==> config.mk <==
export PLATFORM = sky130hd
export DESIGN_NAME = store_data_aligner
export DESIGN_NICKNAME = d
export VERILOG_FILES = /design/src/design/mem_types_pkg.sv /design/src/design/lsu_ops_pkg.sv /design/src/design/store_data_aligner.sv
export SDC_FILE = /design/constraint.sdc
export NUM_CORES = 1
export LEC_CHECK = 0
export ABC_CLOCK_PERIOD_IN_PS = 2470
export BUFFER_PORTS_ARGS = -buffer_cell sky130_fd_sc_hd__buf_2
export CAP_MARGIN = 10
export CORE_MARGIN = 3
export CORE_UTILIZATION = 40
export DETAILED_ROUTE_END_ITERATION = 10
export PLACE_DENSITY = 0.89
export SETUP_SLACK_MARGIN = 0.05
export SYNTH_ARGS = -nofsm -noshare
export SYNTH_HDL_FRONTEND = slang
export SYNTH_SLANG_ARGS = --single-unit
==> constraint.sdc <==
create_clock -name vclk -period 2.47
set_clock_uncertainty 0.05 [all_clocks]
set_input_delay 0.247 -clock vclk [all_inputs]
set_output_delay 0.247 -clock vclk [all_outputs]
set_load 0.005 [all_outputs]
==> src/design/mem_types_pkg.sv <==
package mem_types_pkg;

  // the translator and aligner lane logic is written for a 32-bit word
  localparam int DATA_WIDTH = 32;
  localparam int BYTES_PER_WORD = DATA_WIDTH / 8;
  localparam int OFF_WIDTH = $clog2(BYTES_PER_WORD);

  // one memory word, big-endian byte order
  typedef logic [DATA_WIDTH-1:0] word_t;

  // byte offset inside a word, 0 selects bits 31..24
  typedef logic [OFF_WIDTH-1:0] byte_off_t;

endpackage

==> src/design/lsu_ops_pkg.sv <==
package lsu_ops_pkg;

  // access size code
  typedef logic [1:0] size_t;

  localparam size_t SIZE_BYTE = 2'd3;
  localparam size_t SIZE_HALF = 2'd1;   // any other code is a word

  // kind of access held for the duration of a request
  typedef enum logic
  {
    OP_LOAD,
    OP_STORE
  } lsu_op_e;

  // handshake and RAM sequencing states
  typedef enum logic [1:0]
  {
    ST_IDLE,
    ST_READ,      // port a address on the bus
    ST_FINISH,    // old word valid, store written, result captured
    ST_RELEASE    // ack high, waiting for req to drop
  } lsu_state_e;

endpackage

==> src/design/store_data_aligner.sv <==
`timescale 1ns/10ps

module store_data_aligner
  import mem_types_pkg::*, lsu_ops_pkg::*;
(
  input  word_t     old_word,
  input  word_t     store_data,
  input  byte_off_t offset,
  input  size_t     size,
  output word_t     merged
);

  // same lane map as the load translator so a load reads back what was stored
  always_comb
  begin
    merged = old_word;
    case (size)
      SIZE_BYTE:
      begin
        case (offset)
          2'd0:    merged[31:24] = store_data[7:0];
          2'd1:    merged[23:16] = store_data[7:0];
          2'd2:    merged[15:8]  = store_data[7:0];
          default: merged[7:0]   = store_data[7:0];
        endcase
      end
      SIZE_HALF:
      begin
        if (offset[1])
          merged[15:0] = store_data[15:0];
        else
          merged[31:16] = store_data[15:0];
      end
      default:
      begin
        // full word replaces the old contents
        merged = store_data;
      end
    endcase
  end

endmodule

# --- Word-level counts from Yosys, hierarchy flattened ---
# Index checks and enable logic that the tools add are counted.
word_totals:
  register_bits: 0
  out_inout_bits: 32
  inputBits: 68
  word_cells: 13
op_classes:
  reduce_logical: 2
  muxes: 7
  n_eq_ne: 4
op_table:
  columns: ["cell", "count"]
  rows:
  - ["32-bit case mux with 2 select lines", 1]
  - ["16-bit 2-to-1 mux", 2]
  - ["8-bit 2-to-1 mux", 4]
  - ["2-bit by 1-bit == test with 1-bit output, second input constant", 2]
  - ["2-bit == test, second input constant", 2]
  - ["3-bit OR reduction", 1]
  - ["2-bit logical NOT", 1]

# --- Depth between registers and ports, before layout ---
logic_depth:
  word_depth: 4
  ltp_mapped: 5
  mapped_depth_nobuf: 3

# --- Worst setup path before layout ---
# Ideal clock, no wire load.
synth_path:
  kind: "input-to-output"
  startpoint: "input port size[0]"
  endpoint: "output port merged[0]"
  path_buffers: 1
  t_required_ns: 2.173
  arrival_time_ns: 1.038
  cell_stages: 3
  path_slack_ns: 1.135
  path_cell_list: "buf_2 > a21boi_4 > mux2_2"
synth_via:
  elab_chain_len: 2
  word_cells_on_any_way: 3
  classes_between: "eq/ne (2); mux (1)"
synth_lines:
  columns: ["item", "line", "rtl"]
  rows:
  - ["start: declaration", "store_data_aligner.sv:9", "input size_t size,"]
  - ["2-bit by 1-bit == test with 1-bit output or 2-bit == test (tied branches)", "store_data_aligner.sv:17", "case (size)"]
  - ["32-bit case mux with 2 select lines *", "store_data_aligner.sv:17", null]
  - ["end: declaration", "store_data_aligner.sv:10", "output word_t merged"]
# Mark *: on every way between the ends. The rest lies on a longest branch, timed or not.

# --- Worst setup path after layout ---
layout_path:
  startpoint: "input port size[0]"
  endpoint: "output port merged[24]"
# The elaborated chain is that of the path after synthesis.

==> out/metrics.yaml <==
status:
  status: "completed"
clock_tree:
  post-cts-setup-buffers: 0
  hold_buffers: 0
  post_cts_resized: 0
synth:
  syn_area_per_cell_um2: 8.29
  synth.top_cell.area_share_pct: 28.2
  synth_warnings: 0
  syn_area_mm2: 0.00114
  yosys-top-cells-area: "mux2i_1 (28%), nand2b_1 (12%), o221ai_1 (12%), mux2_2 (7.9%), and3b_2 (7.0%)"
  synth_cell_types: 19
  synth_cells: 137
  synth_top_area_cell: "mux2i_1"
  yosysSeqAreaShare_pct: 0
  syn_nets: 205
global_routing:
  grt_pass1_vias: 1410
  grt_max_degree: 19
  grt_pass1_wl_mm: 6.31
  grt_use_total_pct: 22.1
  overflow: 0
  antenna_found_initial: 0
die:
  die_area_mm2: 0.00352
  die_w_um: 59.3
  core_mm2: 0.00259
  io_pins: 100
  die_h_um: 59.3
  row_count: 18
  start_util_pct: 43.9
timing:
  hold_viol: 0
  relSlewSlack_pct: 53.5
  setup-tns-final_ns: 0
  max_freq_ghz: 0.509
  drv_slew: 0
  fin_crit_sh_pct: 79.5
  setup_violations: 0
  rsz0062_at_grt: "no"
  min_period_ns: 1.96
  worst_pin_slew_ns: 0.698
min_path:
  hold_depth: 4
  min_from: "store_data[27]"
  worstHoldPathType: "in -> out"
  hold_end: "merged[27]"
final_layout:
  layout_commonest_cell: "buf_2"
  drive_above_1_share_pct: 55.1
  clkbuf_count: 0
  final-seq-area_um2: 0
  final.fill_count: 255
  flops_and_latches: 0
  num_antenna_cells: 0
  area_delta_synth_final_pct: 38.4
  layout_common_cells: "buf_2 (100), mux2i_1 (32), nand2b_1 (21), nor3_1 (16), o221ai_1 (15)"
  nets: 295
  multi_input_area_mm2: 0.00100
routing:
  first_iter_violations: 61
  drc: 0
  wirelength_mm: 4.16
  postRouteAntennaNets: 0
  routed_via_density: 5.71
  drt_pre_antenna_iters: 4
  dr_total_vias: 1455
  wl_per_cell_um: 16.3
setup_path:
  crit_slowest_cell: "nand2b_1"
  worstSetupStartpointType: "primary input"
  cp_common_cell: "buf_2"
  critPathBufInv: 3
  crit_family: "buffers and inverters"
  path_max_fanout: 16
  crit_path_cell_trace: "buf_2 -> buf_4 -> nand2b_1 -> o221ai_1 -> buf_2"
  crit_type: "in -> out"
  crit_required_ns: 2.17
  slowest_delay_ns: 0.39
  end_kind: "output port"
  cp.arrival_ns: 1.67
run:
  cap_violations: 0
place:
  numPortBuffers: 100
  gp_congestion: 0.800
  dpl.hpwl_mm: 3.30
power_and_ir_drop:
  finalPower_mw: 0.289
  power.leakage_nw: 0.840
  p_per_area_mw_per_mm2: 184
  peakVddDrop_v: 0.000120
==> Yosys cell counts (all sizes together) <==
cell type	n
buf	11
nor2	1
clkbuf	5
and3b	8
nand2	1
o221ai	16
nand2b	22
a21oi	8
mux2	8
a211oi	8
nor3	16
mux2i	32
a21boi	1
==> per-layer routing <==
metal,vias up,wire (um),part of all wire [%],global-route usage [%]
li1,715,-,-,-
met1,669,1660,40,27.1
met2,67,2150,52,41.3
met3,4,313,7.5,2.40
met4,0,40,0.96,3.56
met5,-,0,0,0
==> metrics by stage <==
step | hold WS, ns | cell area, um^2 | util [%] | setup WS [ns] | cells
2_1_floorplan | 0.546 | 1140 | - | 1.14 | 137
3_3_place_gp | 0.726 | 1570 | 60.7 | 0.644 | 255
3_5_place_dp | 0.736 | 1570 | 60.7 | 0.556 | 255
4_1_cts | 0.736 | 1570 | 60.7 | 0.554 | 255
5_1_grt | 0.752 | 1570 | 60.7 | 0.395 | 255
6_report | 0.731 | 1570 | 60.7 | 0.506 | 255
==> worst max-delay path by stage <==
stage,endpoint,startpoint,slack [ns],cells after the start
after global placement,merged[25],size[0],0.64,5
after CTS,merged[24],size[0],0.55,5
after floorplan,merged[0],size[0],1.14,3
after detailed placement,merged[24],size[0],0.56,5
final,merged[24],size[0],0.51,5
after global routing,merged[24],size[0],0.40,5
==> logic make-up (layout without fill, tap and decap cells) <==
logic type / count (synthesis) / after routing / share of synthesized area [%]
simple gates: 48 / 48 / 29.0
mux: 40 / 40 / 36.1
compound gates: 33 / 33 / 23.3
buf+inv: 16 / 104 / 11.6
==> cell type report <==
| cell class | count | share of cell area (%) |
|---|---|---|
| multi-input combinational | 121 | 63.9 |
| timing repair buffer | 104 | 33.7 |
| tap | 30 | 2.39 |
==> power breakdown <==
part / internal (mW) / leakage, nW / total, mW / switching (mW)
Sequential: 0 / 0 / 0 / 0
Clock: 0 / 0 / 0 / 0
Combinational: 0.148 / 0.840 / 0.289 / 0.141
(Power assumes the default switching activity.)
