===== src/design/mem_types_pkg.sv =====
package mem_types_pkg;

  // the translator and aligner lane logic is written for a 32-bit word
  localparam int DATA_WIDTH = 32;
  localparam int BYTES_PER_WORD = DATA_WIDTH / 8;
  localparam int OFF_WIDTH = $clog2(BYTES_PER_WORD);

  // one memory word, big-endian byte order
  typedef logic [DATA_WIDTH-1:0] word_t;

  // byte offset inside a word, 0 selects bits 31..24
  typedef logic [OFF_WIDTH-1:0] byte_off_t;

endpackage


===== src/design/lsu_ops_pkg.sv =====
package lsu_ops_pkg;

  // access size code
  typedef logic [1:0] size_t;

  localparam size_t SIZE_BYTE = 2'd3;
  localparam size_t SIZE_HALF = 2'd1;   // any other code is a word

  // kind of access held for the duration of a request
  typedef enum logic
  {
    OP_LOAD,
    OP_STORE
  } lsu_op_e;

  // handshake and RAM sequencing states
  typedef enum logic [1:0]
  {
    ST_IDLE,
    ST_READ,      // port a address on the bus
    ST_FINISH,    // old word valid, store written, result captured
    ST_RELEASE    // ack high, waiting for req to drop
  } lsu_state_e;

endpackage


===== src/design/ram_port_if.sv =====
`timescale 1ns/10ps

interface ram_port_if
  import mem_types_pkg::*;
#(
  parameter int ADDR_WIDTH = 8
) ();

  logic [ADDR_WIDTH-1:0] addr;   // word address
  word_t                 wdata;
  logic                  we;
  word_t                 rdata;  // registered, one cycle after addr

  modport ctrl
  (
    output addr,
    output wdata,
    output we,
    input  rdata
  );

  modport ram
  (
    input  addr,
    input  wdata,
    input  we,
    output rdata
  );

endinterface


===== src/design/lsu_ctrl.sv =====
`timescale 1ns/10ps

module lsu_ctrl
  import mem_types_pkg::*, lsu_ops_pkg::*;
#(
  parameter int ADDR_WIDTH = 8
)
(
  input  logic                  clk,
  input  logic                  resetn,

  // requester side
  input  logic                  req,
  input  logic                  we,
  input  size_t                 size,
  input  logic                  sign_ext,
  input  logic [ADDR_WIDTH+1:0] addr,
  input  word_t                 wdata,
  output logic                  ack,
  output word_t                 rdata,

  // datapath side
  input  word_t                 load_result,
  input  word_t                 merged_word,
  output byte_off_t             off,
  output size_t                 lat_size,
  output logic                  lat_sign_ext,
  output word_t                 lat_wdata,

  ram_port_if.ctrl              port_a,
  ram_port_if.ctrl              port_b
);

  lsu_state_e            state;
  lsu_op_e               lat_op;
  logic [ADDR_WIDTH-1:0] lat_addr;   // word address
  logic                  accept;

  assign accept = (state == ST_IDLE) && req;

  always_ff @(posedge clk)
  begin
    if (!resetn)
    begin
      state <= ST_IDLE;
      ack   <= 1'b0;
    end
    else
    begin
      case (state)
        ST_IDLE:
        begin
          if (req)
            state <= ST_READ;
        end
        ST_READ:
        begin
          state <= ST_FINISH;   // RAM registers the old word here
        end
        ST_FINISH:
        begin
          ack   <= 1'b1;
          state <= ST_RELEASE;
        end
        ST_RELEASE:
        begin
          // stay here as long as the requester holds req
          if (!req)
          begin
            ack   <= 1'b0;
            state <= ST_IDLE;
          end
        end
        default:
        begin
          state <= ST_IDLE;
        end
      endcase
    end
  end

  // request fields held until the next accept
  always_ff @(posedge clk)
  begin
    if (accept)
    begin
      lat_op       <= we ? OP_STORE : OP_LOAD;
      lat_addr     <= addr[ADDR_WIDTH+1:2];
      off          <= addr[1:0];
      lat_size     <= size;
      lat_sign_ext <= sign_ext;
      lat_wdata    <= wdata;
    end
  end

  // load result stays put through release
  always_ff @(posedge clk)
  begin
    if ((state == ST_FINISH) && (lat_op == OP_LOAD))
      rdata <= load_result;
  end

  // port a only ever reads
  assign port_a.addr  = lat_addr;
  assign port_a.wdata = lat_wdata;
  assign port_a.we    = 1'b0;

  // port b writes the merged word once, in finish
  assign port_b.addr  = lat_addr;
  assign port_b.wdata = merged_word;
  assign port_b.we    = (state == ST_FINISH) && (lat_op == OP_STORE);

endmodule


===== src/flat_wrapper.sv =====
// flat-port wrapper written by rule: the top's interface ports become plain ports
module lsu_ctrl_flat import mem_types_pkg::*, lsu_ops_pkg::*;
#(
  parameter int ADDR_WIDTH = 8
)
  (clk, resetn, req, we, size, sign_ext, addr, wdata, ack, rdata, load_result, merged_word, off, lat_size, lat_sign_ext, lat_wdata, port_a_addr, port_a_wdata, port_a_we, port_a_rdata, port_b_addr, port_b_wdata, port_b_we, port_b_rdata);
  ram_port_if #(.ADDR_WIDTH(ADDR_WIDTH)) port_a_i ();
  ram_port_if #(.ADDR_WIDTH(ADDR_WIDTH)) port_b_i ();
  input  logic clk;
  input  logic resetn;
  input  logic req;
  input  logic we;
  input  size_t size;
  input  logic sign_ext;
  input  logic [ADDR_WIDTH+1:0] addr;
  input  word_t wdata;
  output logic ack;
  output word_t rdata;
  input  word_t load_result;
  input  word_t merged_word;
  output byte_off_t off;
  output size_t lat_size;
  output logic lat_sign_ext;
  output word_t lat_wdata;
  output wire logic [$bits(port_a_i.addr)-1:0] port_a_addr;
  output wire logic [$bits(port_a_i.wdata)-1:0] port_a_wdata;
  output wire logic [$bits(port_a_i.we)-1:0] port_a_we;
  input wire logic [$bits(port_a_i.rdata)-1:0] port_a_rdata;
  output wire logic [$bits(port_b_i.addr)-1:0] port_b_addr;
  output wire logic [$bits(port_b_i.wdata)-1:0] port_b_wdata;
  output wire logic [$bits(port_b_i.we)-1:0] port_b_we;
  input wire logic [$bits(port_b_i.rdata)-1:0] port_b_rdata;
  assign port_a_addr = port_a_i.addr;
  assign port_a_wdata = port_a_i.wdata;
  assign port_a_we = port_a_i.we;
  assign port_a_i.rdata = port_a_rdata;
  assign port_b_addr = port_b_i.addr;
  assign port_b_wdata = port_b_i.wdata;
  assign port_b_we = port_b_i.we;
  assign port_b_i.rdata = port_b_rdata;
  lsu_ctrl #(.ADDR_WIDTH(ADDR_WIDTH)) u_core (.clk(clk), .resetn(resetn), .req(req), .we(we), .size(size), .sign_ext(sign_ext), .addr(addr), .wdata(wdata), .ack(ack), .rdata(rdata), .load_result(load_result), .merged_word(merged_word), .off(off), .lat_size(lat_size), .lat_sign_ext(lat_sign_ext), .lat_wdata(lat_wdata), .port_a(port_a_i), .port_b(port_b_i));
endmodule

===== config.mk =====
export PLATFORM = sky130hd
export DESIGN_NAME = lsu_ctrl_flat
export DESIGN_NICKNAME = d
export VERILOG_FILES = /design/src/design/mem_types_pkg.sv /design/src/design/lsu_ops_pkg.sv /design/src/design/ram_port_if.sv /design/src/design/lsu_ctrl.sv /design/src/flat_wrapper.sv
export SDC_FILE = /design/constraint.sdc
export NUM_CORES = 1
export LEC_CHECK = 0
export BUFFER_PORTS_ARGS = -buffer_cell sky130_fd_sc_hd__buf_2
export CORE_AREA = 5 5 126 128
export CTS_BUF_LIST = sky130_fd_sc_hd__clkbuf_16
export DETAILED_ROUTE_END_ITERATION = 16
export DIE_AREA = 0 0 131 133
export GPL_ROUTABILITY_DRIVEN = 0
export PLACE_DENSITY_LB_ADDON = 0.25
export SETUP_SLACK_MARGIN = 0.2
export SKIP_LAST_GASP = 1
export SYNTH_ARGS = -nofsm -noshare
export SYNTH_HDL_FRONTEND = slang
export SYNTH_SLANG_ARGS = --single-unit

===== constraint.sdc =====
create_clock -name clk -period 7.4 [get_ports clk]
set_input_delay 1.48 -clock clk [delete_from_list [all_inputs] [get_ports clk]]
set_output_delay 1.48 -clock clk [all_outputs]
set_load 0.05 [all_outputs]

# Word-level counts from Yosys, hierarchy flattened

Index checks and enable logic that the tools add are counted.

Register bits: 81
Word-level logic and storage cells: 28

Eq/ne operators: 5
Mux-type cells: 6
Bitwise operators: 1
Reduce and logical (&&, ||, !) cells: 7

Operators by type and width:

| kind                 | count |
|---|---|
| $pmux W2 S4          | 1 |
| $eq A2 B2 Y1 const B | 2 |
| $mux W2              | 2 |
| $ne A2 B2 Y1 const B | 2 |
| $reduce_and A2 Y1    | 2 |
| $logic_and A1 B1 Y1  | 3 |
| $eq A2 B1 Y1 const B | 1 |
| $logic_not A2 Y1     | 1 |
| $mux W1              | 2 |
| $pmux W1 S2          | 1 |
| $reduce_bool A2 Y1   | 1 |
| $not A1 Y1           | 1 |

# Longest topological paths before layout

Gate-level depths: netlist of the first run.

Depth after elaboration: 3
Mapped depth: 5
Mapped depth without buffers: 5

# Worst setup path before layout of the first run

No wires, ideal clock.

Kind: input -> output
From: input merged_word[0]
To: output port_b_wdata[0]
Data arrival time: 1.650 ns
Path slack: 4.270 ns
Stages on the path: 1
Path buffers: 1
Path through: buf_4

RTL lines:

| what            | RTL line           | text |
|---|---|---|
| start, declared | flat_wrapper.sv:20 | `input word_t merged_word;` |
| end, declared   | flat_wrapper.sv:30 | `output wire logic [$bits(port_b_i.wdata)-1:0] port_b_wdata;` |

No word-level cell between the ends.

# Worst setup path after layout of the first run

From: input merged_word[0]
To: output port_b_wdata[0]

No word-level cell between the ends.

==> impl_metrics.yaml, run 1 <==
status:
  status: "completed"
grt:
  grt_overflow_total: 0
  grt_util_all_layers_pct: 7.91
  met1_usage_pct: 7.03
  gr-usage-met3_pct: 4.72
  grt_pass1_vias: 1908
  grt_max_degree: 47
  met2_usage_pct: 13.2
  busiest_layer: "met2"
  grt_pass1_wl_um: 10100
  antenna_found_initial: 1
sta:
  finalSetupTns_ps: 0
  worstMarginPinSlew_ps: 1090
  period_share_pct: 40.0
  setup_viol: 0
  slew_viol_final: 0
  min_period_ps: 2960
  slew_headroom_pct: 27.4
  fmax_ghz: 0.338
  fin_worst_skew_ps: 7.07
  grt_setup_unrepaired: "false"
  hold_viol_final: 0
pwr:
  irDropWorstVdd_mv: 0.106
  power_frac_comb_pct: 36.8
  power_density_nw_per_um2: 436
  p_int_w: 0.00103
  clockPowerShare_pct: 26.6
  sequentialPowerShare_pct: 36.6
  swShare_pct: 42.6
  p_leak_nw: 1.76
  p_switching_w: 0.000762
routing:
  vias: 1787
  finalWirelength_um: 7160
  firstDrtPassIters: 4
  via_per_inst: 3.54
  drc_errors: 0
  drt_iter0_drc: 36
  ant_nets: 0
  wl_per_cell_um: 14.2
floorplan:
  ioPinCount: 329
  die_h_um: 133
  fp.dieArea_um2: 17400
  core_um2: 14800
  die_x_um: 131
  rows: 45
  start_util_pct: 21.0
synth:
  ys_warn_count: 0
  synth_area_per_cell_um2: 17.7
  netlist_area_um2: 3100
  ys_seq_area_share_pct: 77.6
  synth_nets: 356
  netlist-cell-type-count: 16
  synth_seq_cells: 81
  synth_cells: 175
worst_setup_path:
  endpoint_kind: "output pin"
  r2r_setup_slack_ps: 5500
  startpoint_type: "input pin"
  worstPathMaxFanout: 1
  critPathKind: "in2out"
  crit_arrival_ps: 1480
  crit_required_ps: 5920
final_layout:
  finalNetCount: 493
  num_antenna_cells: 0
  final_util_pct: 27.8
  final_cell_mix: "buf_2 (199), edfxtp_1 (78), clkbuf_16 (9), inv_1 (4), ha_1 (4)"
  final_common_cell: "buf_2"
  area_delta_synth_final_pct: 32.6
  drive_gt1_share_pct: 68.5
cts:
  clkSinkCount: 81
  path_clk_slew_ps: 60
  cts_tree: "built"
  htree_num_levels: 3
  cts.hold.buffers_added: 0
  cts_resized: 0
  post-cts-setup-buffers: 0
  cts_buffers: 9
  clk_latency_ps: 340
  clk_path_buf_depth: 2
  ctsRootBufferMaster: "clkbuf_16"
placement:
  dp_hpwl_um: 5640
  portBuffers: 199
hold_path:
  hold_class: "reg2reg"
job:
  maxCapViolCount: 0
tightest hold or removal path: cells and delay by family, from the launching register on:
kind | cells | cell delay, ps
AOI/OAI and AO/OA | 1 | 50
DFF | 1 | 320
and+or+nand+nor | 1 | 60
registers in the layout, summed over array words and instances (netlist names):
register and count:
u_core.lat_wdata 32, u_core.rdata 32, u_core.port_a.addr 8, u_core.lat_size 2, u_core.off 2, u_core.state 2
u_core.ack 1, u_core.lat_op 1, u_core.lat_sign_ext 1
worst paths after layout:
kind / start / endpoint / cells after the start
setup / recovery: merged_word[0] / port_b_wdata[0] / 0
hold / removal: u_core.state[0] / u_core.state[0] / 2
setup reg to reg: u_core.state[0] / u_core.lat_sign_ext / 3
hold reg to reg: u_core.state[0] / u_core.state[0] / 2
synth_stat cells:
master    count  share of area [%]
mux2i_2       1               0.44
o21ai_0       2               0.32
dfxtp_1       3                1.9
o211ai_1      1               0.24
and2_1        1               0.20
edfxtp_1     78                 76
nand3_1       1               0.16
inv_1         3               0.36
conb_1        1               0.12
ha_1          4                1.6
buf_4        73                 18
and2_2        1               0.24
nand2_1       3               0.36
nor2b_1       1               0.20
a21boi_0      1               0.24
o21ai_1       1               0.16
through the flow:
step | cell area (µm²) | std cells | total power [W] | hold slack [ps] | setup slack (ps)
6_report | 4110 | 505 | 0.00179 | 479 | 4440
5_1_grt | 4110 | 505 | 0.00187 | 500 | 4410
4_1_cts | 4110 | 505 | 0.00183 | 483 | 4440
3_5_place_dp | 3790 | 489 | 0.00134 | 470 | 4420
3_3_place_gp | 3790 | 489 | 0.00133 | 464 | 4440
2_1_floorplan | 3100 | 175 | 0.00127 | 446 | 4270
final cells by class:
| cell class | instances | area (µm²) |
|---|---|---|
| clock buffers | 9 | 225 |
| flip-flops and latches | 81 | 2400 |
| well taps | 188 | 235 |
| fillers | 1532 | 10600 |
| multi-input cells | 18 | 141 |
| inverters | 3 | 11.3 |
| clock inverters | 7 | 93.8 |
| repair buffers | 199 | 996 |
cell families (layout without fill, tap and decap cells):
kind of cell    count (synthesis)  in the layout  share of synthesized area, %
mux                             1              1                         0.445
buf+inv                        76            218                          18.1
other cells                     1              1                         0.121
flops                          81             81                          77.6
fa+ha+maj                       4              4                          1.62
compound gates                  5              5                         0.970
simple gates                    7              7                          1.17
power by group through the flow:
stage	Sequential (W)	Clock, W	Combinational, W
after floorplan	0.000929	0	0.000346
after global placement	0.000662	0	0.000670
after detailed placement	0.000667	0	0.000671
after CTS	0.000658	0.000498	0.000671
after global routing	0.000666	0.000515	0.000689
final	0.000654	0.000475	0.000659
metal layers:
metal | routed length, µm | vias up | part of all wire [%]
met5 | 11 | - | 0.15
met4 | 205 | 2 | 2.9
met3 | 1130 | 19 | 16
met2 | 3490 | 140 | 49
met1 | 2320 | 812 | 32
li1 | - | 814 | -
Power figures use the tool's default switching activity.
==> run 2: changes to the inputs <==
- clock period: 7.4 -> 2.9 ns (I/O delays scaled with it)
==> impl_metrics.yaml, run 2 (synthesis gave the netlist of run 1 again) <==
cts:
  clkSinkCount: 81
  path_clk_slew_ps: 60
  ctsRootBufferMaster: "clkbuf_16"
  cts.hold.buffers_added: 0
  cts_buffers: 9
  cts_resized: 0
  htree_num_levels: 3
  cts_tree: "built"
  clk_latency_ps: 330
  clk_path_buf_depth: 2
  post-cts-setup-buffers: 0
floorplan:
  ioPinCount: 329
  core_um2: 14800
  rows: 45
  die_x_um: 131
  start_util_pct: 21.0
  die_h_um: 133
  fp.dieArea_um2: 17400
final_layout:
  final_common_cell: "buf_2"
  final_cell_mix: "buf_2 (199), edfxtp_1 (78), clkbuf_16 (9), inv_1 (4), ha_1 (4)"
  finalNetCount: 494
  design_area_um2: 4070
  drive_gt1_share_pct: 68.2
  final_cells: 506
  area_delta_synth_final_pct: 31.4
  num_antenna_cells: 0
routing:
  drc_errors: 0
  vias: 1813
  drt_iter0_drc: 43
  wl_per_cell_um: 14.5
  firstDrtPassIters: 4
  via_per_inst: 3.58
  finalWirelength_um: 7330
  ant_nets: 0
sta:
  finalSetupTns_ps: 0
  slew_viol_final: 0
  fmax_ghz: 0.503
  fin_worst_skew_ps: 3.05
  period_share_pct: 68.6
  hold_viol_final: 0
  grt_setup_unrepaired: "false"
  min_period_ps: 1990
  worstMarginPinSlew_ps: 877
  setup_viol: 0
  slew_headroom_pct: 41.4
grt:
  grt_overflow_total: 0
  grt_pass1_wl_um: 10100
  grt_pass1_vias: 1915
  antenna_found_initial: 1
  grt_util_all_layers_pct: 8.05
  grt_max_degree: 46
placement:
  dp_hpwl_um: 5770
  dpl-instance-area_um2: 3790
  portBuffers: 199
  dp.cells: 490
worst_setup_path:
  crit_required_ps: 2320
  cp_cell_sequence: "inv_1 -> ha_1 -> and2_1 -> buf_2"
  worstPathMaxFanout: 4
  cp_num_buf_inv: 2
  cpMaxStageDelayCell: "dfxtp_1"
  startpoint_type: "register"
  endpoint_kind: "output pin"
  crit_arrival_ps: 1410
  max_stage_delay_ps: 320
  critPathKind: "reg2out"
  cp_top_family: "buffers and inverters"
pwr:
  p_leak_nw: 1.73
  irDropWorstVdd_mv: 0.292
  power_density_nw_per_um2: 1080
  p_total_w: 0.00439
hold_path:
  hold_class: "in2reg"
status:
  status: "completed"
job:
  maxCapViolCount: 0
## run 2: changes by cell type in the layout (fill, tap and decap cells not counted), sizes merged
| cell | delta |
|---|---|
| bufinv | -2 |
| clkinvlp | +2 |
| buf | +1 |
## run 2: final timing paths
check             slack [ps]  cells past startpoint            start            endpoint
setup / recovery         910                      4  u_core.state[0]           port_b_we
hold / removal           420                      1          size[1]  u_core.lat_size[1]
setup reg to reg        1100                      3  u_core.state[0]    u_core.rdata[19]
hold reg to reg          480                      2  u_core.state[0]     u_core.state[0]
## run 2: per-stage QoR
| step | setup slack, ps | util, % | hold slack (ps) |
|---|---|---|---|
| finish | 910 | 27.6 | 415 |
| global route | 805 | 27.6 | 393 |
| CTS | 846 | 27.6 | 388 |
| detailed placement | 1050 | 25.7 | 475 |
| global placement | 1060 | 25.7 | 463 |
| floorplan | 418 | - | 446 |
## run 2: cell type report
class | count | area [µm²]
fillers | 1537 | 10700
flip-flops and latches | 81 | 2400
repair buffers | 200 | 1000
well taps | 188 | 235
clock buffers | 9 | 225
multi-input cells | 18 | 141
clock inverters | 7 | 47.5
inverters | 3 | 11.3
## run 2: metal layers
metal / vias to the layer above / GRT usage (%) / wire length (µm)
met1: 827 / 7.17 / 2320
met4: 2 / 5.20 / 209
li1: 817 / - / -
met3: 21 / 5.17 / 1190
met5: - / 0 / 13
met2: 146 / 13.2 / 3600
## run 2: worst reg2reg max path, delay by kind of cell (launching register included)
family	cells	cell delay, ps
and+or+nand+nor	1	750
DFF	1	320
adders and majority gates	1	230
buffers and inverters	1	100
## run 2: where the power goes
group	leakage [nW]	internal, W	total, W	switching, W
Clock	0.127	0.000577	0.00103	0.000454
Combinational	0.855	0.000291	0.00169	0.00140
Sequential	0.752	0.00158	0.00167	0.0000897
Total	1.73	0.00245	0.00439	0.00195
