==> src/design/mem_types_pkg.sv <==
package mem_types_pkg;

  // the translator and aligner lane logic is written for a 32-bit word
  localparam int DATA_WIDTH = 32;
  localparam int BYTES_PER_WORD = DATA_WIDTH / 8;
  localparam int OFF_WIDTH = $clog2(BYTES_PER_WORD);

  // one memory word, big-endian byte order
  typedef logic [DATA_WIDTH-1:0] word_t;

  // byte offset inside a word, 0 selects bits 31..24
  typedef logic [OFF_WIDTH-1:0] byte_off_t;

endpackage

==> src/design/lsu_ops_pkg.sv <==
package lsu_ops_pkg;

  // access size code
  typedef logic [1:0] size_t;

  localparam size_t SIZE_BYTE = 2'd3;
  localparam size_t SIZE_HALF = 2'd1;   // any other code is a word

  // kind of access held for the duration of a request
  typedef enum logic
  {
    OP_LOAD,
    OP_STORE
  } lsu_op_e;

  // handshake and RAM sequencing states
  typedef enum logic [1:0]
  {
    ST_IDLE,
    ST_READ,      // port a address on the bus
    ST_FINISH,    // old word valid, store written, result captured
    ST_RELEASE    // ack high, waiting for req to drop
  } lsu_state_e;

endpackage

==> src/design/load_data_translator.sv <==
`timescale 1ns/10ps

module load_data_translator
  import mem_types_pkg::*, lsu_ops_pkg::*;
(
  input  word_t     read_word,
  input  byte_off_t offset,
  input  size_t     size,
  input  logic      sign_ext,
  output word_t     result
);

  logic [7:0]  byte_lane;
  logic [15:0] half_lane;
  logic        sign_bit;

  // big-endian lanes, offset 0 is the top byte
  always_comb
  begin
    case (offset)
      2'd0:    byte_lane = read_word[31:24];
      2'd1:    byte_lane = read_word[23:16];
      2'd2:    byte_lane = read_word[15:8];
      default: byte_lane = read_word[7:0];
    endcase
  end

  // halfword only looks at address bit 1
  assign half_lane = offset[1] ? read_word[15:0] : read_word[31:16];

  always_comb
  begin
    case (size)
      SIZE_BYTE:
      begin
        sign_bit = sign_ext & byte_lane[7];
        result   = {{24{sign_bit}}, byte_lane};
      end
      SIZE_HALF:
      begin
        sign_bit = sign_ext & half_lane[15];
        result   = {{16{sign_bit}}, half_lane};
      end
      default:
      begin
        sign_bit = 1'b0;   // word needs no extension
        result   = read_word;
      end
    endcase
  end

endmodule

==> config.mk <==
export PLATFORM = sky130hd
export DESIGN_NAME = load_data_translator
export DESIGN_NICKNAME = d
export VERILOG_FILES = /design/src/design/mem_types_pkg.sv /design/src/design/lsu_ops_pkg.sv /design/src/design/load_data_translator.sv
export SDC_FILE = /design/constraint.sdc
export NUM_CORES = 1
export LEC_CHECK = 0
export ABC_AREA = 1
export BUFFER_PORTS_ARGS = -buffer_cell sky130_fd_sc_hd__buf_2
export CAP_MARGIN = 20
export CORE_MARGIN = 3
export CORE_UTILIZATION = 43
export DETAILED_ROUTE_END_ITERATION = 10
export PLACE_DENSITY = 0.95
export SETUP_SLACK_MARGIN = 0.5
export SYNTH_ARGS = -nofsm -noshare
export SYNTH_HDL_FRONTEND = slang
export SYNTH_SLANG_ARGS = --single-unit
==> constraint.sdc <==
create_clock -name vclk -period 1.8
set_input_delay 0.36 -clock vclk [all_inputs]
set_output_delay 0.36 -clock vclk [all_outputs]
set_load 0.1 [all_outputs]
==> results of run 1 <==
[Yosys cell counts (all sizes together)]
| cell | count | share of area |
|---|---|---|
| o21a | 1 | 0.019 |
| buf | 6 | 0.062 |
| inv | 3 | 0.014 |
| clkbuf | 3 | 0.014 |
| nand2 | 72 | 0.35 |
| nand4 | 6 | 0.048 |
| nand3 | 42 | 0.34 |
| nor2 | 2 | 0.019 |
| clkinv | 1 | 0.0064 |
| or2 | 13 | 0.10 |
| o21ai | 1 | 0.0064 |
| o211ai | 1 | 0.0096 |
| a21oi | 1 | 0.0064 |
[cells by family after synthesis]
kind of cell,Yosys count,share of synthesized area
AOI/OAI and AO/OA,4,0.0417
and+or+nand+nor,135,0.861
buffers and inverters,13,0.0977
[per-stage QoR]
| stage | std cells | hold WS, ps | instance area (um2) | setup TNS, ps |
|---|---|---|---|---|
| 2_1_floorplan | 152 | 1030 | 1170 | 0 |
| 3_3_place_gp | 251 | 1120 | 1990 | -639 |
==> metrics.md, run 1 <==
| Metric | Value |
|---|---|
| Result of the run | did not finish |
| Last stage reached | detailed placement |
| Error that halted the flow | [ERROR DPL-0038] Utilization greater than 100%, impossible to legalize |
| Standard-cell rows | 14 |
| Width of the die | 48.6 um |
| Height of the die | 48.6 um |
| Post-Syn Nets | 189 |
| Synth Warn # | 0 |
| Routability congestion estimate from global placement | 0.844 |
| Initial cell density of the core | 0.484 |
| Average cell area after synthesis | 5.14 um2 |
| I/O pin count | 69 |
| Number of distinct library cells after synthesis | 19 |
| # port buffers | 69 |
| Combined area of all synthesized cells | 781 um2 |
| Register area share after synthesis | 0 |
| Cell count after synthesis | 152 |
==> run 2, diff against run 1 <==
CORE_AREA = 3 3 64 66   (was not set)
CORE_MARGIN = not set   (was 3)
CORE_UTILIZATION = not set   (was 43)
DIE_AREA = 0 0 67 69   (was not set)
PLACE_DENSITY = not set   (was 0.95)
PLACE_DENSITY_LB_ADDON = 0.15   (was not set)
SETUP_SLACK_MARGIN = not set   (was 0.5)
==> run 2 against run 1 <==
  * The run now ends clean
  * Synthesized cell count did not move
  * Synthesized area did not move
==> metrics.md, run 2 <==
| Metric | Value |
|---|---|
| Top cell types by occurrence after synthesis | nand2_1 (72), nand3_1 (32), or2_2 (12) |
| Post-placement setup slack | -108 ps |
| Area growth from synthesis to layout | 138% |
| Sequential cell area in the final layout | 0 um2 |
| Clock buffer count | 0 |
| Number of nets with antenna violations after routing | 0 |
| Count of pins over their slew limit | 0 |
| Total grt overflow | 0 |
| Post-Syn Nets | 189 |
| Most congested layer reported by global routing | met2 |
| Met3 track utilization from global routing | 0.0114 |
| Layout net count | 272 |
| Largest net degree at the start of global routing | 19 |
| Register area share after synthesis | 0 |
| Seq Cell Count | 0 |
| Result of the run | finished, final reports clean |
| Finish-stage setup viols | 0 |
| Startpoint Class | primary input |
| Cell count after synthesis | 152 |
| I/O pin count | 69 |
| Maximum VDD drop | 203 uV |
| Met1 Use GR | 0.196 |
| Headroom to the max-slew limit | 0.865 |
| Number of DRC markers after the initial detailed-route iteration | 74 |
| Routability congestion estimate from global placement | 0.751 |
| Most common cell after layout, fill and taps aside | nand2_1 |
| HPWL after detailed placement | 2860 um |
| Number of distinct library cells after synthesis | 19 |
| Power density cells | 586 nW/um2 |
| Minimum period implied by the final worst setup slack | 1750 ps |
| Vias post-DR | 1282 |
| Standard-cell rows | 22 |
| Ratio of cells with drive above 1 in the final layout | 0.545 |
| Met2 usage | 0.285 |
| Number of antenna repair diodes | 0 |
| Post-detailed-route DRC marker count | 0 |
| Average cell area after synthesis | 5.14 um2 |
| Most common cell in the netlist | nand2_1 |
| Via count of the first global-routing pass | 1311 |
| Biggest area contributors in the synthesized netlist | nand2_1 (35%), nand3_1 (21%), nand3_2 (12%) |
| Required @ worst endpoint | 1440 ps |
| Final Instance Area | 1860 um2 |
| Height of the die | 69 um |
| Largest driver fanout on the critical path | 9 |
| Area of the die | 4620 um2 |
| Count of maximum capacitance violations | 0 |
| Smallest setup slack after layout | 48.2 ps |
| # port buffers | 69 |
| Antenna violations before repair | 0 |
| Per-cell via count in the routed design | 4.56 |
| Global routing usage summed across all routing layers | 0.152 |
| Slew of the pin with the lowest slew margin | 202 ps |
| Total wire length | 3510 um |
| Maximum frequency from static timing analysis | 571 MHz |
| Leading area contributor after synthesis | nand2_1 |
| Cell area after placement | 1810 um2 |
| Crit share post-route | 0.973 |
| Average wire length per cell after detail routing | 12.5 um |
| Global-route wire length before repair | 5830 um |
| Yosys top cell area share | 0.346 |
| Hold WC Path Type | primary input to output pin |
| Crit. End Element | output pin |
| Hold violation total from the final report | 0 |
| CP arrival | 1390 ps |
| Width of the die | 67 um |
| Leading cell types in the layout, fill and taps excluded | nand2_1 (72), buf_2 (36), buf_12 (34) |
| Placeable core region | 3630 um2 |
| Synth Warn # | 0 |
| Critical path class | primary input to output pin |
| Initial cell density of the core | 0.215 |
| P_leak | 1.02 nW |
| Total iterations of the first detailed-routing run | 4 |
| Combined area of all synthesized cells | 781 um2 |
| Unrepaired setup endpoints after global routing | yes |
run 2: cell counts after synthesis:
No cell type changed its count.
run 2: worst paths after layout:
check | startpoint | slack (ps) | cells after the start | endpoint
worst min-delay path | read_word[3] | 1120 | 4 | result[3]
worst max-delay path | offset[1] | 50 | 7 | result[0]
run 2: final cells by class:
type,count,area (um2)
tap,48,60.1
fill,393,1780
multi-input combinational,139,759
inverter,4,20.0
timing repair buffer,90,1020
run 2: repair_timing:
item	in CTS	in global routing
pin swaps	0	2
gates resized for setup	3	5
hold buffers	0	0
buffers inserted	4	0
cloned	0	0
setup endpoints to repair	16	19
hold endpoints to repair	0	0
run 2: layer usage:
layer	part of all wire	routed length (um)
met5	0	0
met4	0	0
met3	0.059	208
met2	0.50	1770
met1	0.44	1530
run 2: kinds of logic (layout without fill, tap and decap cells):
family | count (synthesis) | count (layout) | synth area share
compound gates | 4 | 4 | 0.0417
buf+inv | 13 | 94 | 0.0977
simple gates | 135 | 135 | 0.861
run 2: worst max-delay path: stages:
cell and delay (ps):
buf_8 100, clkinvlp_4 110, buf_4 170, or2_2 280, nand4_1 100, nand3_2 90, buf_12 170
run 2: through the flow:
stage | hold WS [ps] | setup TNS, ps | utilization | std cells | total power [mW]
2_1_floorplan | 1140 | -3380 | - | 152 | 0.661
3_3_place_gp | 1120 | -237 | 0.498 | 277 | 1.08
3_5_place_dp | 1120 | -1260 | 0.498 | 277 | 1.08
4_1_cts | 1120 | 0 | 0.507 | 281 | 1.09
5_1_grt | 1140 | -7.19 | 0.511 | 281 | 1.13
6_report | 1120 | 0 | 0.511 | 281 | 1.09
run 2: power breakdown:
part           leakage (nW)  internal, mW  switching, mW
Sequential                0             0              0
Combinational          1.02         0.385          0.703
Clock                     0             0              0
No activity file was read; power rests on OpenSTA's default activity.
==> run 3, diff against run 2 <==
CORE_AREA = 2 2 63 65   (was 3 3 64 66)
DIE_AREA = 0 0 65 67   (was 0 0 67 69)
PLACE_DENSITY_LB_ADDON = 0.08   (was 0.15)
==> run 3 against run 2 <==
  * Final area up 0.34%
  * Hold slack is essentially flat
  * Wire length rose by 1.7%
  * Core utilization grew 0.56 points
  * Non-clock buffer count unchanged
  * First-iteration DRC count rose by 20%
  * Die area down 5.8%
  * Fmax is 1.3% higher
  * Largest cell class unchanged
  * Critical path depth stayed put
  * Via count is 5.0% higher
  * Critical endpoint is now result[29]
==> metrics.md, run 3 (same netlist as run 2, synthesis figures left out) <==
| Metric | Value |
|---|---|
| Result of the run | finished, final reports clean |
| Clk pwr share | 0 |
| Total wire length | 3570 um |
| Switch share | 0.650 |
| Maximum VDD drop | 291 uV |
| Largest driver fanout on the critical path | 9 |
| Number of nets with antenna violations after routing | 0 |
| Crit-path cells | buf_6 -> nand2_1 -> o21a_4 -> nand3_4 -> buf_4 -> nand3_1 -> buf_12 |
| Share of power burned in combinational logic | 1.000 |
| Slowest library cell on the worst path | o21a_4 |
| Hold violation total from the final report | 0 |
| Via count of the first global-routing pass | 1237 |
| Peak per-stage delay on the critical path | 220 ps |
| Global-route wire length before repair | 5630 um |
| Ratio of cells with drive above 1 in the final layout | 0.562 |
| Vias post-DR | 1346 |
| HPWL after detailed placement | 2880 um |
| Per-cell via count in the routed design | 4.76 |
| Unrepaired setup endpoints after global routing | no |
| Count of pins over their slew limit | 0 |
| Layout net count | 274 |
| Initial cell density of the core | 0.217 |
| Standard-cell rows | 22 |
| Finish-stage setup viols | 0 |
| Switching power | 0.710 mW |
| Crit share post-route | 0.961 |
| Width of the die | 65 um |
| Count of maximum capacitance violations | 0 |
| Area of the die | 4360 um2 |
| Height of the die | 67 um |
| Number of DRC markers after the initial detailed-route iteration | 89 |
| Total grt overflow | 0 |
| Maximum frequency from static timing analysis | 578 MHz |
| Sequential cell area in the final layout | 0 um2 |
| Headroom to the max-slew limit | 0.837 |
| Post-detailed-route DRC marker count | 0 |
| Smallest setup slack after layout | 70.6 ps |
| Number of antenna repair diodes | 0 |
| Required @ worst endpoint | 1440 ps |
| Minimum period implied by the final worst setup slack | 1730 ps |
| Leading cell types in the layout, fill and taps excluded | nand2_1 (72), buf_2 (36), buf_12 (32) |
| P_leak | 1.02 nW |
| Crit. End Element | output pin |
| I/O pin count | 69 |
| Largest net degree at the start of global routing | 16 |
| Internal Pwr Total | 0.383 mW |
| CP arrival | 1370 ps |
| Total negative slack for setup checks | 0 ps |
| Seq Cell Count | 0 |
| Startpoint Class | primary input |
| Post-placement setup slack | -104 ps |
| Slew of the pin with the lowest slew margin | 243 ps |
| Quantity of hold-fixing buffers added after cts | 0 |
| Placeable core region | 3610 um2 |
| # port buffers | 69 |
| Global routing usage summed across all routing layers | 0.159 |
| Total iterations of the first detailed-routing run | 4 |
| Area growth from synthesis to layout | 139% |
| Fraction of power consumed by sequential logic | 0 |
| Average wire length per cell after detail routing | 12.6 um |
| Power density cells | 586 nW/um2 |
| Hold WC Path Type | primary input to output pin |
| Antenna violations before repair | 0 |
| Routability congestion estimate from global placement | 0.817 |
| Critical path class | primary input to output pin |
| Most common cell after layout, fill and taps aside | nand2_1 |
| Clock buffer count | 0 |
==> run 3: changes by cell type in the layout (fill, tap and decap cells not counted) <==
cell / delta
buf_12: -2
buf_6: +3
buf_8: -1
clkinvlp_4: +1
nand3_1: -3
nand3_2: +4
or2_2: +2
or2_4: -2
==> run 3: power groups by stage <==
stage | registers [mW] | clock network [mW] | logic (mW)
6_report | 0 | 0 | 1.09
5_1_grt | 0 | 0 | 1.13
4_1_cts | 0 | 0 | 1.09
3_5_place_dp | 0 | 0 | 1.08
3_3_place_gp | 0 | 0 | 1.07
2_1_floorplan | 0 | 0 | 0.661
==> run 3: worst max-delay path: cells and delay by family <==
family,cells,cell delay [ps]
compound gates,1,220
simple gates,3,320
buf+inv,3,460
==> run 3: layout make-up <==
class | count | area [um2]
fill | 378 | 1740
timing repair buffer | 90 | 997
multi-input combinational | 140 | 779
tap | 48 | 60.1
inverter | 4 | 20.0
timing repair inverter | 1 | 7.51
==> run 3: final timing paths <==
path           from         end  slack, ps  depth (start not counted)
min   read_word[13]  result[13]       1120                          4
max       offset[1]  result[29]         70                          7
==> run 3: through the flow <==
step                hold WS [ps]  area (um2)  instances  utilization  total power, mW
finish                      1120        1860        283        0.517             1.09
global route                1140        1860        283        0.517             1.13
CTS                         1120        1840        283        0.510             1.09
detailed placement          1120        1790        278        0.497             1.08
global placement            1120        1790        278        0.497             1.07
floorplan                   1140         831        152            -            0.661
==> run 3: routing by layer <==
metal	global-route usage	vias up	wire [um]
li1	-	673	-
met1	0.219	617	1470
met2	0.287	54	1810
met3	0.00845	2	249
met4	0	0	34
met5	0	-	0
==> run 3: timing repair <==
item                                    in CTS  in global routing
setup buffers                                3                  0
endpoints found under the hold margin        0                  0
endpoints found under the setup margin      18                 14
pin swaps                                    1                  1
gates resized for setup                      3                  6
cloned                                       2                  0
==> run 4, diff against run 3 <==
BUFFER_PORTS_ARGS = -buffer_cell sky130_fd_sc_hd__clkbuf_2   (was -buffer_cell sky130_fd_sc_hd__buf_2)
PLACE_DENSITY_LB_ADDON = not set   (was 0.08)
==> run 4 against run 3 <==
  * Sequential share of layout area unchanged
  * Hold slack about the same
  * Global-route usage fell by 0.36 points
  * Sequential cell count unchanged
  * Largest cell class unchanged
==> metrics.md, run 4 (same netlist as run 2, synthesis figures left out) <==
| Metric | Value |
|---|---|
| P_leak | 1.00 nW |
| Power density cells | 596 nW/um2 |
| Per-cell via count in the routed design | 4.58 |
| CP arrival | 1370 ps |
| Width of the die | 65 um |
| Number of DRC markers after the initial detailed-route iteration | 39 |
| Hold violation total from the final report | 0 |
| CP Buf/Inv Count | 3 |
| Cell area after placement | 1790 um2 |
| Count of maximum capacitance violations | 0 |
| Minimum period implied by the final worst setup slack | 1730 ps |
| Clock buffer count | 0 |
| Power after layout | 1.07 mW |
| Post-layout utilization of the core | 0.500 |
| Vias post-DR | 1260 |
| Largest driver fanout on the critical path | 11 |
| Non-Filler Instances | 275 |
| Slowest library cell on the worst path | or2_2 |
| Most common cell after layout, fill and taps aside | nand2_1 |
| Number of antenna repair diodes | 0 |
| Layout net count | 266 |
| Initial cell density of the core | 0.217 |
| Peak per-stage delay on the critical path | 310 ps |
| Startpoint Class | primary input |
| Area of the multi-input gates | 754 um2 |
| Number of filler cells placed in the layout | 365 |
| Final Instance Area | 1800 um2 |
| Total iterations of the first detailed-routing run | 4 |
| Required @ worst endpoint | 1440 ps |
| Via count of the first global-routing pass | 1252 |
| Antenna violations before repair | 0 |
| Slew of the pin with the lowest slew margin | 194 ps |
| Post-placement setup slack | -21.0 ps |
| Global routing usage summed across all routing layers | 0.155 |
| Number of nets with antenna violations after routing | 0 |
| Post-CTS Setup Bufs | 0 |
| Quantity of hold-fixing buffers added after cts | 0 |
| Placeable core region | 3610 um2 |
| Count of pins over their slew limit | 0 |
| Total grt overflow | 0 |
| HPWL after detailed placement | 2840 um |
| Area of the die | 4360 um2 |
| Post-detailed-route DRC marker count | 0 |
| Hold Worst Slack | 1120 ps |
| Crit. End Element | output pin |
| Hold WC Path Type | primary input to output pin |
| Total wire length | 3300 um |
| Crit-path cells | buf_6 -> buf_4 -> or2_2 -> nand4_1 -> nand3_2 -> buf_12 |
| Standard-cell rows | 22 |
| Seq Cell Count | 0 |
| Top delay family on crit path | simple AND/OR/NAND/NOR gates |
| Critical path class | primary input to output pin |
| Maximum frequency from static timing analysis | 579 MHz |
| Maximum VDD drop | 242 uV |
| Area growth from synthesis to layout | 131% |
| I/O pin count | 69 |
| Largest net degree at the start of global routing | 21 |
| Leading cell types in the layout, fill and taps excluded | nand2_1 (72), clkbuf_2 (36), buf_12 (34) |
| Sequential cell area in the final layout | 0 um2 |
| Placed Instances | 275 |
| Global-route wire length before repair | 5580 um |
| # port buffers | 69 |
| Total negative slack for setup checks | 0 ps |
| Smallest setup slack after layout | 74.3 ps |
| Headroom to the max-slew limit | 0.871 |
| Routability congestion estimate from global placement | 0.810 |
| Average wire length per cell after detail routing | 12.0 um |
| Unrepaired setup endpoints after global routing | no |
| Height of the die | 67 um |
| Crit share post-route | 0.959 |
| Ratio of cells with drive above 1 in the final layout | 0.533 |
| Finish-stage setup viols | 0 |
| Result of the run | finished, final reports clean |
run 4: final timing paths:
path                  cells after the start    startpoint        end  slack [ps]
worst max-delay path                      6     offset[1]  result[3]          70
worst min-delay path                      4  read_word[2]  result[2]        1120
run 4: power breakdown:
part / total, mW / switching (mW) / internal (mW) / leakage (nW)
registers: 0 / 0 / 0 / 0
clock network: 0 / 0 / 0 / 0
logic: 1.07 / 0.700 / 0.374 / 1.00
run 4: final cells by class:
type,count,share of cell area
inverters,4,0.00902
well taps,48,0.0333
multi-input cells,139,0.418
repair buffers,84,0.540
run 4: metal layers:
metal  global-route usage  wire [um]
met1                0.204       1460
met2                0.281       1630
met3               0.0186        197
met4               0.0106          9
met5                    0          0
run 4: repair_timing:
action / CTS / global route
endpoints found under the setup margin: 5 / 16
resized for setup: 1 / 4
pin swaps: 0 / 2
